### src/rv32i_types.sv
`default_nettype none

package rv32i_types;

    // Instruction address or data word
    typedef logic [31:0] rv32i_word;

endpackage : rv32i_types

`default_nettype wire

### src/bp_pkg.sv
`default_nettype none

package bp_pkg;

    localparam int pc_offset     = 2;  // Instruction alignment bits
    localparam int chooser_idx_w = 5;
    localparam int ghist_w       = 7;
    localparam int lht_idx_w     = 5;
    localparam int lhist_w       = 5;

    // Two-bit direction counter, top bit is the prediction
    typedef enum logic [1:0] {
        snt,
        wnt,
        wt,
        st
    } counter_t;

    // Tournament selector
    typedef enum logic [1:0] {
        sl,
        wl,
        wg,
        sg
    } chooser_t;

    typedef logic [ghist_w-1:0] ghist_t;
    typedef logic [lhist_w-1:0] lhist_t;

    localparam counter_t counter_reset = wnt;
    localparam chooser_t chooser_reset = wl;
    localparam lhist_t   lhist_reset   = '0;

    // Saturating step toward the resolved outcome
    function automatic counter_t count_next(counter_t c, logic taken);
        counter_t n;
        n = c;
        unique case (c)
            snt: n = taken ? wnt : snt;
            wnt: n = taken ? wt  : snt;
            wt:  n = taken ? st  : wnt;
            st:  n = taken ? st  : wt;
            default: n = c;
        endcase
        return n;
    endfunction

endpackage : bp_pkg

`default_nettype wire

### src/bp_table.sv
`timescale 1ns/1ps
`default_nettype none

module bp_table #(
    parameter type    entry_t     = logic [1:0],
    parameter int     idx_w       = 5,
    parameter entry_t reset_value = entry_t'(0)
) (
    input  logic             clk,
    input  logic             rst,
    input  logic [idx_w-1:0] ridx,
    output entry_t           rdata,
    input  logic             we,
    input  logic [idx_w-1:0] widx,
    input  entry_t           wdata
);

    entry_t mem [2**idx_w];

    assign rdata = mem[ridx];  // Asynchronous read, no write bypass

    always_ff @(posedge clk) begin
        if (rst) begin
            for (int i = 0; i < 2**idx_w; i++) begin
                mem[i] <= reset_value;
            end
        end else if (we) begin
            mem[widx] <= wdata;
        end
    end

endmodule : bp_table

`default_nettype wire

### src/gbht.sv
`timescale 1ns/1ps
`default_nettype none

module gbht
    import rv32i_types::*;
    import bp_pkg::*;
(
    input  logic      clk,
    input  logic      rst,
    input  logic      update,
    input  logic      br_en,
    input  rv32i_word raddr,
    input  rv32i_word waddr,
    output logic      br_take,
    output logic      mispred
);

    ghist_t   ghist;
    ghist_t   ridx, widx;
    counter_t rcnt, wcnt;
    counter_t wcnt_next;

    // gshare index: PC bits folded with global history
    assign ridx = raddr[pc_offset +: ghist_w] ^ ghist;
    assign widx = waddr[pc_offset +: ghist_w] ^ ghist;

    assign wcnt_next = count_next(wcnt, br_en);

    // Pattern table copy serving fetch
    bp_table #(
        .entry_t    (counter_t),
        .idx_w      (ghist_w),
        .reset_value(counter_reset)
    ) pht_r_i (
        .clk,
        .rst,
        .ridx (ridx),
        .rdata(rcnt),
        .we   (update),
        .widx (widx),
        .wdata(wcnt_next)
    );

    // Pattern table copy serving resolve, written in lockstep
    bp_table #(
        .entry_t    (counter_t),
        .idx_w      (ghist_w),
        .reset_value(counter_reset)
    ) pht_w_i (
        .clk,
        .rst,
        .ridx (widx),
        .rdata(wcnt),
        .we   (update),
        .widx (widx),
        .wdata(wcnt_next)
    );

    assign br_take = rcnt[1];
    assign mispred = wcnt[1] ^ br_en;

    always_ff @(posedge clk) begin
        if (rst) begin
            ghist <= '0;
        end else if (update) begin
            ghist <= {ghist[ghist_w-2:0], br_en};  // Newest outcome in bit 0
        end
    end

endmodule : gbht

`default_nettype wire

### src/lbht.sv
`timescale 1ns/1ps
`default_nettype none

module lbht
    import rv32i_types::*;
    import bp_pkg::*;
(
    input  logic      clk,
    input  logic      rst,
    input  logic      update,
    input  logic      br_en,
    input  rv32i_word raddr,
    input  rv32i_word waddr,
    output logic      br_take,
    output logic      mispred
);

    logic [lht_idx_w-1:0] r_row, w_row;
    lhist_t   rhist, whist;
    lhist_t   whist_next;
    counter_t rcnt, wcnt;
    counter_t wcnt_next;

    assign r_row = raddr[pc_offset +: lht_idx_w];
    assign w_row = waddr[pc_offset +: lht_idx_w];

    assign whist_next = {whist[lhist_w-2:0], br_en};
    assign wcnt_next  = count_next(wcnt, br_en);

    // Local history, fetch side
    bp_table #(
        .entry_t    (lhist_t),
        .idx_w      (lht_idx_w),
        .reset_value(lhist_reset)
    ) lht_r_i (
        .clk,
        .rst,
        .ridx (r_row),
        .rdata(rhist),
        .we   (update),
        .widx (w_row),
        .wdata(whist_next)
    );

    // Local history, resolve side
    bp_table #(
        .entry_t    (lhist_t),
        .idx_w      (lht_idx_w),
        .reset_value(lhist_reset)
    ) lht_w_i (
        .clk,
        .rst,
        .ridx (w_row),
        .rdata(whist),
        .we   (update),
        .widx (w_row),
        .wdata(whist_next)
    );

    // Counters indexed by the branch's own history
    bp_table #(
        .entry_t    (counter_t),
        .idx_w      (lhist_w),
        .reset_value(counter_reset)
    ) pht_r_i (
        .clk,
        .rst,
        .ridx (rhist),
        .rdata(rcnt),
        .we   (update),
        .widx (whist),
        .wdata(wcnt_next)
    );

    bp_table #(
        .entry_t    (counter_t),
        .idx_w      (lhist_w),
        .reset_value(counter_reset)
    ) pht_w_i (
        .clk,
        .rst,
        .ridx (whist),
        .rdata(wcnt),
        .we   (update),
        .widx (whist),  // Trained at the pre-update history
        .wdata(wcnt_next)
    );

    assign br_take = rcnt[1];
    assign mispred = wcnt[1] ^ br_en;

endmodule : lbht

`default_nettype wire

### src/tournament_p.sv
`timescale 1ns/1ps
`default_nettype none

module tournament_p
    import rv32i_types::*;
    import bp_pkg::*;
(
    input  logic      clk,
    input  logic      rst,
    input  logic      update,
    input  logic      br_en,
    input  rv32i_word raddr,
    input  rv32i_word waddr,
    output logic      br_take,
    output logic      mispred
);

    logic [chooser_idx_w-1:0] r_row, w_row;
    chooser_t r_state_q, w_state;
    chooser_t r_state, state_in;
    logic     g_br_take, l_br_take;
    logic     g_mispred, l_mispred;

    assign r_row = raddr[pc_offset +: chooser_idx_w];
    assign w_row = waddr[pc_offset +: chooser_idx_w];

    gbht gbht_i (
        .clk,
        .rst,
        .update,
        .br_en,
        .raddr,
        .waddr,
        .br_take(g_br_take),
        .mispred(g_mispred)
    );

    lbht lbht_i (
        .clk,
        .rst,
        .update,
        .br_en,
        .raddr,
        .waddr,
        .br_take(l_br_take),
        .mispred(l_mispred)
    );

    // Chooser copy for prediction
    bp_table #(
        .entry_t    (chooser_t),
        .idx_w      (chooser_idx_w),
        .reset_value(chooser_reset)
    ) chooser_r_i (
        .clk,
        .rst,
        .ridx (r_row),
        .rdata(r_state_q),
        .we   (update),
        .widx (w_row),
        .wdata(state_in)
    );

    // Chooser copy for resolve and training
    bp_table #(
        .entry_t    (chooser_t),
        .idx_w      (chooser_idx_w),
        .reset_value(chooser_reset)
    ) chooser_w_i (
        .clk,
        .rst,
        .ridx (w_row),
        .rdata(w_state),
        .we   (update),
        .widx (w_row),
        .wdata(state_in)
    );

    // Step away from the component that alone got it wrong
    always_comb begin
        state_in = w_state;
        if (update && (l_mispred ^ g_mispred)) begin
            unique case (w_state)
                sl: state_in = l_mispred ? wl : sl;
                wl: state_in = l_mispred ? wg : sl;
                wg: state_in = g_mispred ? wl : sg;
                sg: state_in = g_mispred ? wg : sg;
                default: state_in = w_state;
            endcase
        end
    end

    // Same row under update sees the new selector state
    assign r_state = (update && (r_row == w_row)) ? state_in : r_state_q;

    always_comb begin
        unique case (r_state)
            sl, wl:  br_take = l_br_take;
            default: br_take = g_br_take;
        endcase
    end

    always_comb begin
        unique case (w_state)
            sl, wl:  mispred = l_mispred;
            default: mispred = g_mispred;
        endcase
    end

endmodule : tournament_p

`default_nettype wire

### config.mk
export PLATFORM = sky130hd
export DESIGN_NAME = tournament_p
export DESIGN_NICKNAME = d
export VERILOG_FILES = /design/src/rv32i_types.sv /design/src/bp_pkg.sv /design/src/bp_table.sv /design/src/gbht.sv /design/src/lbht.sv /design/src/tournament_p.sv
export SDC_FILE = /design/constraint.sdc
export NUM_CORES = 1
export LEC_CHECK = 0
export BUFFER_PORTS_ARGS = -buffer_cell sky130_fd_sc_hd__buf_2
export CAP_MARGIN = 20
export CORE_ASPECT_RATIO = 0.5
export CORE_UTILIZATION = 50
export CTS_CLUSTER_DIAMETER = 150
export DETAILED_ROUTE_END_ITERATION = 10
export PLACE_DENSITY = 0.73
export SLEW_MARGIN = 5
export SYNTH_ARGS = -nofsm -noshare
export SYNTH_HDL_FRONTEND = slang
export SYNTH_SLANG_ARGS = --single-unit
### constraint.sdc
create_clock -name clk -period 12.6 [get_ports clk]
set_input_delay 2.52 -clock clk [delete_from_list [all_inputs] [get_ports clk]]
set_output_delay 2.52 -clock clk [all_outputs]
set_load 0.02 [all_outputs]
# Word-level counts from Yosys, hierarchy flattened
# Memories as Yosys holds them, arrays and structs flattened.
# Cells that the tools add are included.
[word_totals]
word_cells = 85
reg_bits = 7
in_bits = 68
out_inout_bits = 2
n_memories = 8
ramBits = 1088
[memory_table]
columns = ["name", "words", "word_bits", "read_ports", "rd_ports_with_merged_regs", "write_ports", "line_no", "text"]
rows = [
  ["gbht_i.pht_r_i.mem", 128, 2, 1, 0, 128, "bp_table.sv:18", "entry_t mem [2**idx_w];"],
  ["gbht_i.pht_w_i.mem", 128, 2, 1, 0, 128, "bp_table.sv:18", ""],
  ["lbht_i.lht_r_i.mem", 32, 5, 1, 0, 32, "bp_table.sv:18", ""],
  ["lbht_i.lht_w_i.mem", 32, 5, 1, 0, 32, "bp_table.sv:18", ""],
  ["chooser_r_i.mem", 32, 2, 1, 0, 32, "bp_table.sv:18", ""],
  ["chooser_w_i.mem", 32, 2, 1, 0, 32, "bp_table.sv:18", ""],
  ["2 more memories", "n/a", "n/a", "n/a", "n/a", "n/a", "n/a", ""],
]
[op_classes]
eq_ne = 11
n_reduce_logical = 16
n_mux = 44
bitwise_logic = 5
[op_table]
columns = ["cell", "count"]
rows = [
  ["5-bit two-way mux", 8],
  ["2-bit two-way mux", 12],
  ["2-bit case mux with 4 select lines", 3],
  ["1-bit two-way mux", 19],
  ["2-bit OR reduction", 8],
  ["7-bit two-way mux", 2],
  ["7-bit XOR", 2],
  ["2-bit == test, second input constant", 6],
  ["5-bit OR reduction", 2],
  ["2-bit by 1-bit == test with 1-bit output, second input constant", 4],
  ["2-bit zero test", 4],
  ["5-bit == test", 1],
  ["1-bit XOR", 3],
  ["1-bit logical AND", 2],
]

# Logic depth before layout (Yosys ltp)
# An unclocked memory read counts as a cell.
[logic_depth]
word_depth = 10
ltp_mapped = 18
mapped_depth_nobuf = 12

# Modules after synthesis
# From an unflattened synthesis, not the netlist that was laid out.
[unflattened]
hier_cells = 4150
hier_area_um2 = 54468.5
[by_module_without_submodules]
columns = ["module", "area_per_inst_um2", "instances", "cells_per_inst", "seq_area_each_um2"]
rows = [
  ["bp_table (gbht_i.pht_r_i ...)", 12458.2, 2, 963, 7687.4],
  ["bp_table (lbht_i.lht_r_i ...)", 7557.2, 2, 483, 4804.6],
  ["bp_table (chooser_r_i ...)", 3455.8, 2, 297, 1921.8],
  ["bp_table (lbht_i.pht_r_i ...)", 3447.1, 2, 297, 1921.8],
  ["gbht", 405.4, 1, 40, 140.1],
  ["tournament_p", 193.9, 1, 26, 0.0],
  ["lbht", 32.5, 1, 4, 0.0],
]

# Worst setup path after synthesis
# No wires, ideal clock.
[synth_timing]
kind = "input to output"
from = "input raddr[2]"
to = "output br_take"
cell_stages = 10
slack_ns = 4.192
t_arrival_ns = 5.888
required_ns = 10.080
n_path_buf = 5
cell_sequence = "clkbuf_1 buf_2 buf_2 clkbuf_1 buf_2 mux4_2 mux4_2 mux2i_1 mux2i_1 mux2i_1"
[synth_via]
elab_chain_len = 6
elab_cells_between_ends = 12
classes_between = "2 x eq/ne; 2 x mux; 1 x bitwise; 3 x reduce/logical; 4 x memory"
[synth_lines]
columns = ["element", "line_no", "text"]
rows = [
  ["start: declaration", "tournament_p.sv:12", "input rv32i_word raddr,"],
  ["parallel branches: the longest is 5 deep, another holds memory read 32 x 5 bit", "n/a", ""],
  ["1-bit two-way mux (*)", "tournament_p.sv:97", "unique case (r_state)"],
  ["end: declaration", "tournament_p.sv:14", "output logic br_take,"],
]
# Every way passes the cells marked *.

# Worst setup path after layout
[layout_timing]
from = "input waddr[2]"
to = "output br_take"
[layout_via]
elab_chain_len = 10
elab_cells_between_ends = 26
classes_between = "5 x eq/ne; 8 x mux; 4 x bitwise; 5 x reduce/logical; 4 x memory"
[layout_lines]
columns = ["element", "line_no", "text"]
rows = [
  ["start: declaration", "tournament_p.sv:13", "input rv32i_word waddr,"],
  ["memory read 32 x 5 bit / 7-bit XOR (equally long branches)", "n/a", ""],
  ["memory read 32 x 2 bit / memory read 128 x 2 bit (equally long branches)", "n/a", ""],
  ["1-bit XOR, on equally long branches", "lbht.sv:90, gbht.sv:60", ""],
  ["1-bit two-way mux, or another cell as far along", "tournament_p.sv:84", "sl: state_in = l_mispred ? wl : sl;"],
  ["2-bit case mux with 4 select lines / 1-bit logical AND (equally long branches)", "tournament_p.sv:83, tournament_p.sv:82", ""],
  ["2-bit two-way mux", "tournament_p.sv:82", "if (update && (l_mispred ^ g_mispred)) begin"],
  ["2-bit two-way mux (*)", "tournament_p.sv:94", "assign r_state = (update && (r_row == w_row)) ? state_in : r_state_q;"],
  ["2-bit by 1-bit == test with 1-bit output / 2-bit zero test (equally long branches)", "tournament_p.sv:97", ""],
  ["2-bit OR reduction (*)", "tournament_p.sv:97", ""],
  ["1-bit two-way mux (*)", "tournament_p.sv:97", ""],
]
# Every way passes the cells marked *; elsewhere a longest branch is shown, timed or not.

==> flow_summary_export.csv <==
group,metric,value,unit
layout,antennaDiodeCount,0,
layout,final_cell_mix,"544 x edfxtp_1, 414 x nor2_1, 241 x nand2_1, 197 x nand3_1, 150 x nand2b_1",
placement,gp_congestion,0.957,
yosys,yosys_warnings,0,
sta,rsz0062_at_grt,"false",
critical_path,arrival,8180,ps
sta,fin_setup_tns,0,ps
yosys,synthFlopType,"edfxtp_1",
grt,grt_pass1_wl,127000,um
critical_path,worstPathRequired,10080,ps
yosys,syn-instance-count,2508,
yosys,ys_seq_area_share,55.5,%
yosys,synth-edff-count,544,
sta,max_slew.worst_pin.slew,1120,ps
grt,antenna_found_initial,1,
critical_path,startpoint_type,"input port",
drt,firstDrtPassIters,6,
die,core_area,58000,um^2
die,num_io_pins,70,
sta,setup_viol,0,
layout,fill_cells,4715,
sta,final_max_slew_viol_count,0,
die,start_util,51.2,%
grt,grt.overflow.total,0,
die,die-area,60400,um^2
die,rows,62,
critical_path,worstPathMaxFanout,33,
clock_tree,cts_tree,"yes",
yosys,synth.avg_cell_area,11.8,um^2
hold_path,hold_class,"reg2reg",
power,finalPower,4.25,mW
yosys,synth_cell_types,80,
clock_tree,postCtsSetupRepairBufs,0,
yosys,ys_ff_latch,551,
layout,drive_gt1_share,17.2,%
drt,wl,83100,um
layout,fin_nets,2491,
clock_tree,clk_path_buf_depth,3,
clock_tree,cts_resized,0,
clock_tree,clk_latency,620,ps
power,ir_drop,0.000112,V
clock_tree,root_buffer,"clkbuf_16",
yosys,syn_nets,2576,
placement,numPortBuffers,19,
sta,post-route-period-util,84.9,%
sta,timing.fmax,0.0935,GHz
clock_tree,cts-htree-levels,2,
grt,grt_pass1_vias,20900,
clock_tree,clk_pin_slew,70,ps
drt,post-route-drc-count,0,
sta,post-route-min-period,10700,ps
clock_tree,cts_sinks,551,
die,die_height,174,um
grt,grt_max_degree,107,
critical_path,crit_type,"in2out",
grt,grt_usage,27.6,%
sta,slew_headroom,25.1,%
clock_tree,cts_hold_buf,0,
flow_run,cap_violations,0,
run_status,outcome,"complete, no violations",
layout,layout.cells.most_common,"edfxtp_1",
clock_tree,cts-buffers-inserted,50,
power,powerDensity,133,nW/um^2
drt,drtAntennaViolNets,0,
drt,routedWlPerCell,25.7,um
sta,fin_skew,30.0,ps
yosys,synth_area,29700,um^2
sta,hold_violations,0,
drt,vias_per_cell,6.66,
critical_path,endpoint_kind,"output port",
drt,vias,21500,
power,total_leakage_power,10.3,nW
layout,area_growth,7.32,%
die,die_w,347,um
placement,dpl.hpwl,53200,um
yosys,ys_async_sr_fraction,0,%
drt,first_iter_violations,3262,
path summary, 6_finish.rpt:
kind | startpoint | endpoint | slack, ps | depth (start not counted)
max | waddr[2] | br_take | 1900 | 15
min | gbht_i.ghist[6] | gbht_i.ghist[6] | 620 | 2
max reg2reg | gbht_i.ghist[0] | gbht_i.pht_r_i.mem[51][0] | 6450 | 11
min reg2reg | gbht_i.ghist[6] | gbht_i.ghist[6] | 620 | 2
cell type report:
cell class	instances	area [um^2]	share of cell area [%]
clock inverter	29	213	0.667
sequential	551	16500	51.7
clock buffer	61	1290	4.06
tap	768	961	3.02
timing repair buffer	89	648	2.03
inverter	14	52.6	0.165
multi-input combinational	1717	12200	38.4
metal layers:
layer,share of wire (%),routed length [um],GRT usage [%],vias to the layer above
li1,-,-,-,9208
met1,37,31000,37.3,10600
met2,46,38600,43.9,1483
met3,13,10400,6.46,226
met4,3.7,3040,9.55,2
met5,0.024,20,0,-
synth_stat cells (5+ instances only):
cell | n | area (um^2)
xor2_1 | 14 | 123
o41ai_1 | 5 | 43.8
buf_4 | 14 | 105
a21oi_1 | 18 | 90.1
dfxtp_1 | 7 | 140
nand2_1 | 242 | 908
nand4_1 | 9 | 56.3
a211oi_1 | 13 | 97.6
clkbuf_1 | 128 | 480
a21o_1 | 20 | 150
mux2i_1 | 86 | 861
nor4_1 | 29 | 181
and4_1 | 6 | 52.6
nand3_1 | 197 | 986
nor2_1 | 422 | 1580
nor3b_1 | 5 | 37.5
edfxtp_1 | 544 | 16300
inv_1 | 13 | 48.8
mux2_2 | 29 | 327
o21ai_0 | 18 | 90.1
nand2b_1 | 150 | 938
o22ai_1 | 88 | 551
and4bb_2 | 5 | 62.6
xnor2_1 | 10 | 87.6
nor3_2 | 14 | 140
a31oi_1 | 8 | 50.1
a22oi_1 | 34 | 255
buf_1 | 27 | 101
buf_2 | 44 | 220
nor3_1 | 30 | 150
buf_6 | 12 | 135
or2_2 | 22 | 138
mux4_2 | 138 | 3110
and3_1 | 6 | 37.5
per-stage QoR:
stage	cells	hold WS, ps	util, %	area, um^2	setup slack [ps]
after CTS	3224	621	54.8	31800	1960
after global placement	3133	584	52.2	30300	2020
after global routing	3229	646	54.9	31900	1720
after detailed placement	3134	603	52.2	30300	1960
final	3229	623	54.9	31900	1900
after floorplan	2508	543	-	29700	4190
report_power, final:
part	internal, mW	total (mW)	leakage, nW	switching, mW
clock network	0.773	1.47	0.740	0.699
registers	2.06	2.09	4.99	0.0283
logic	0.214	0.697	4.54	0.482
flip-flops by register name (all words and copies together) (netlist names):
name	count
chooser_w_i.mem	64
gbht_i.ghist	7
gbht_i.pht_r_i.mem	256
lbht_i.lht_r_i.mem	135
lbht_i.lht_w_i.mem	25
lbht_i.pht_r_i.mem	60
lbht_i.pht_w_i.mem	4
logic make-up after synthesis:
group	Yosys count	synth area share, %
adders and majority gates	4	0.143
muxes	257	14.6
AOI/OAI and AO/OA	250	5.95
DFF	551	55.5
and+or+nand+nor	1178	19.1
xor gates and xnor gates	28	0.965
buffers and inverters	240	3.75
worst max-delay path, stage by stage:
cell	delay [ps]
buf_2	430
xor2_2	820
nand3_1	910
o22ai_1	440
nor3_1	80
o21ai_0	90
nor4b_1	850
nor3_4	160
o311a_1	180
a221o_1	330
a32oi_4	160
buf_4	440
mux2i_1	240
mux2i_1	270
buf_2	210
(Power assumes the default switching activity.)
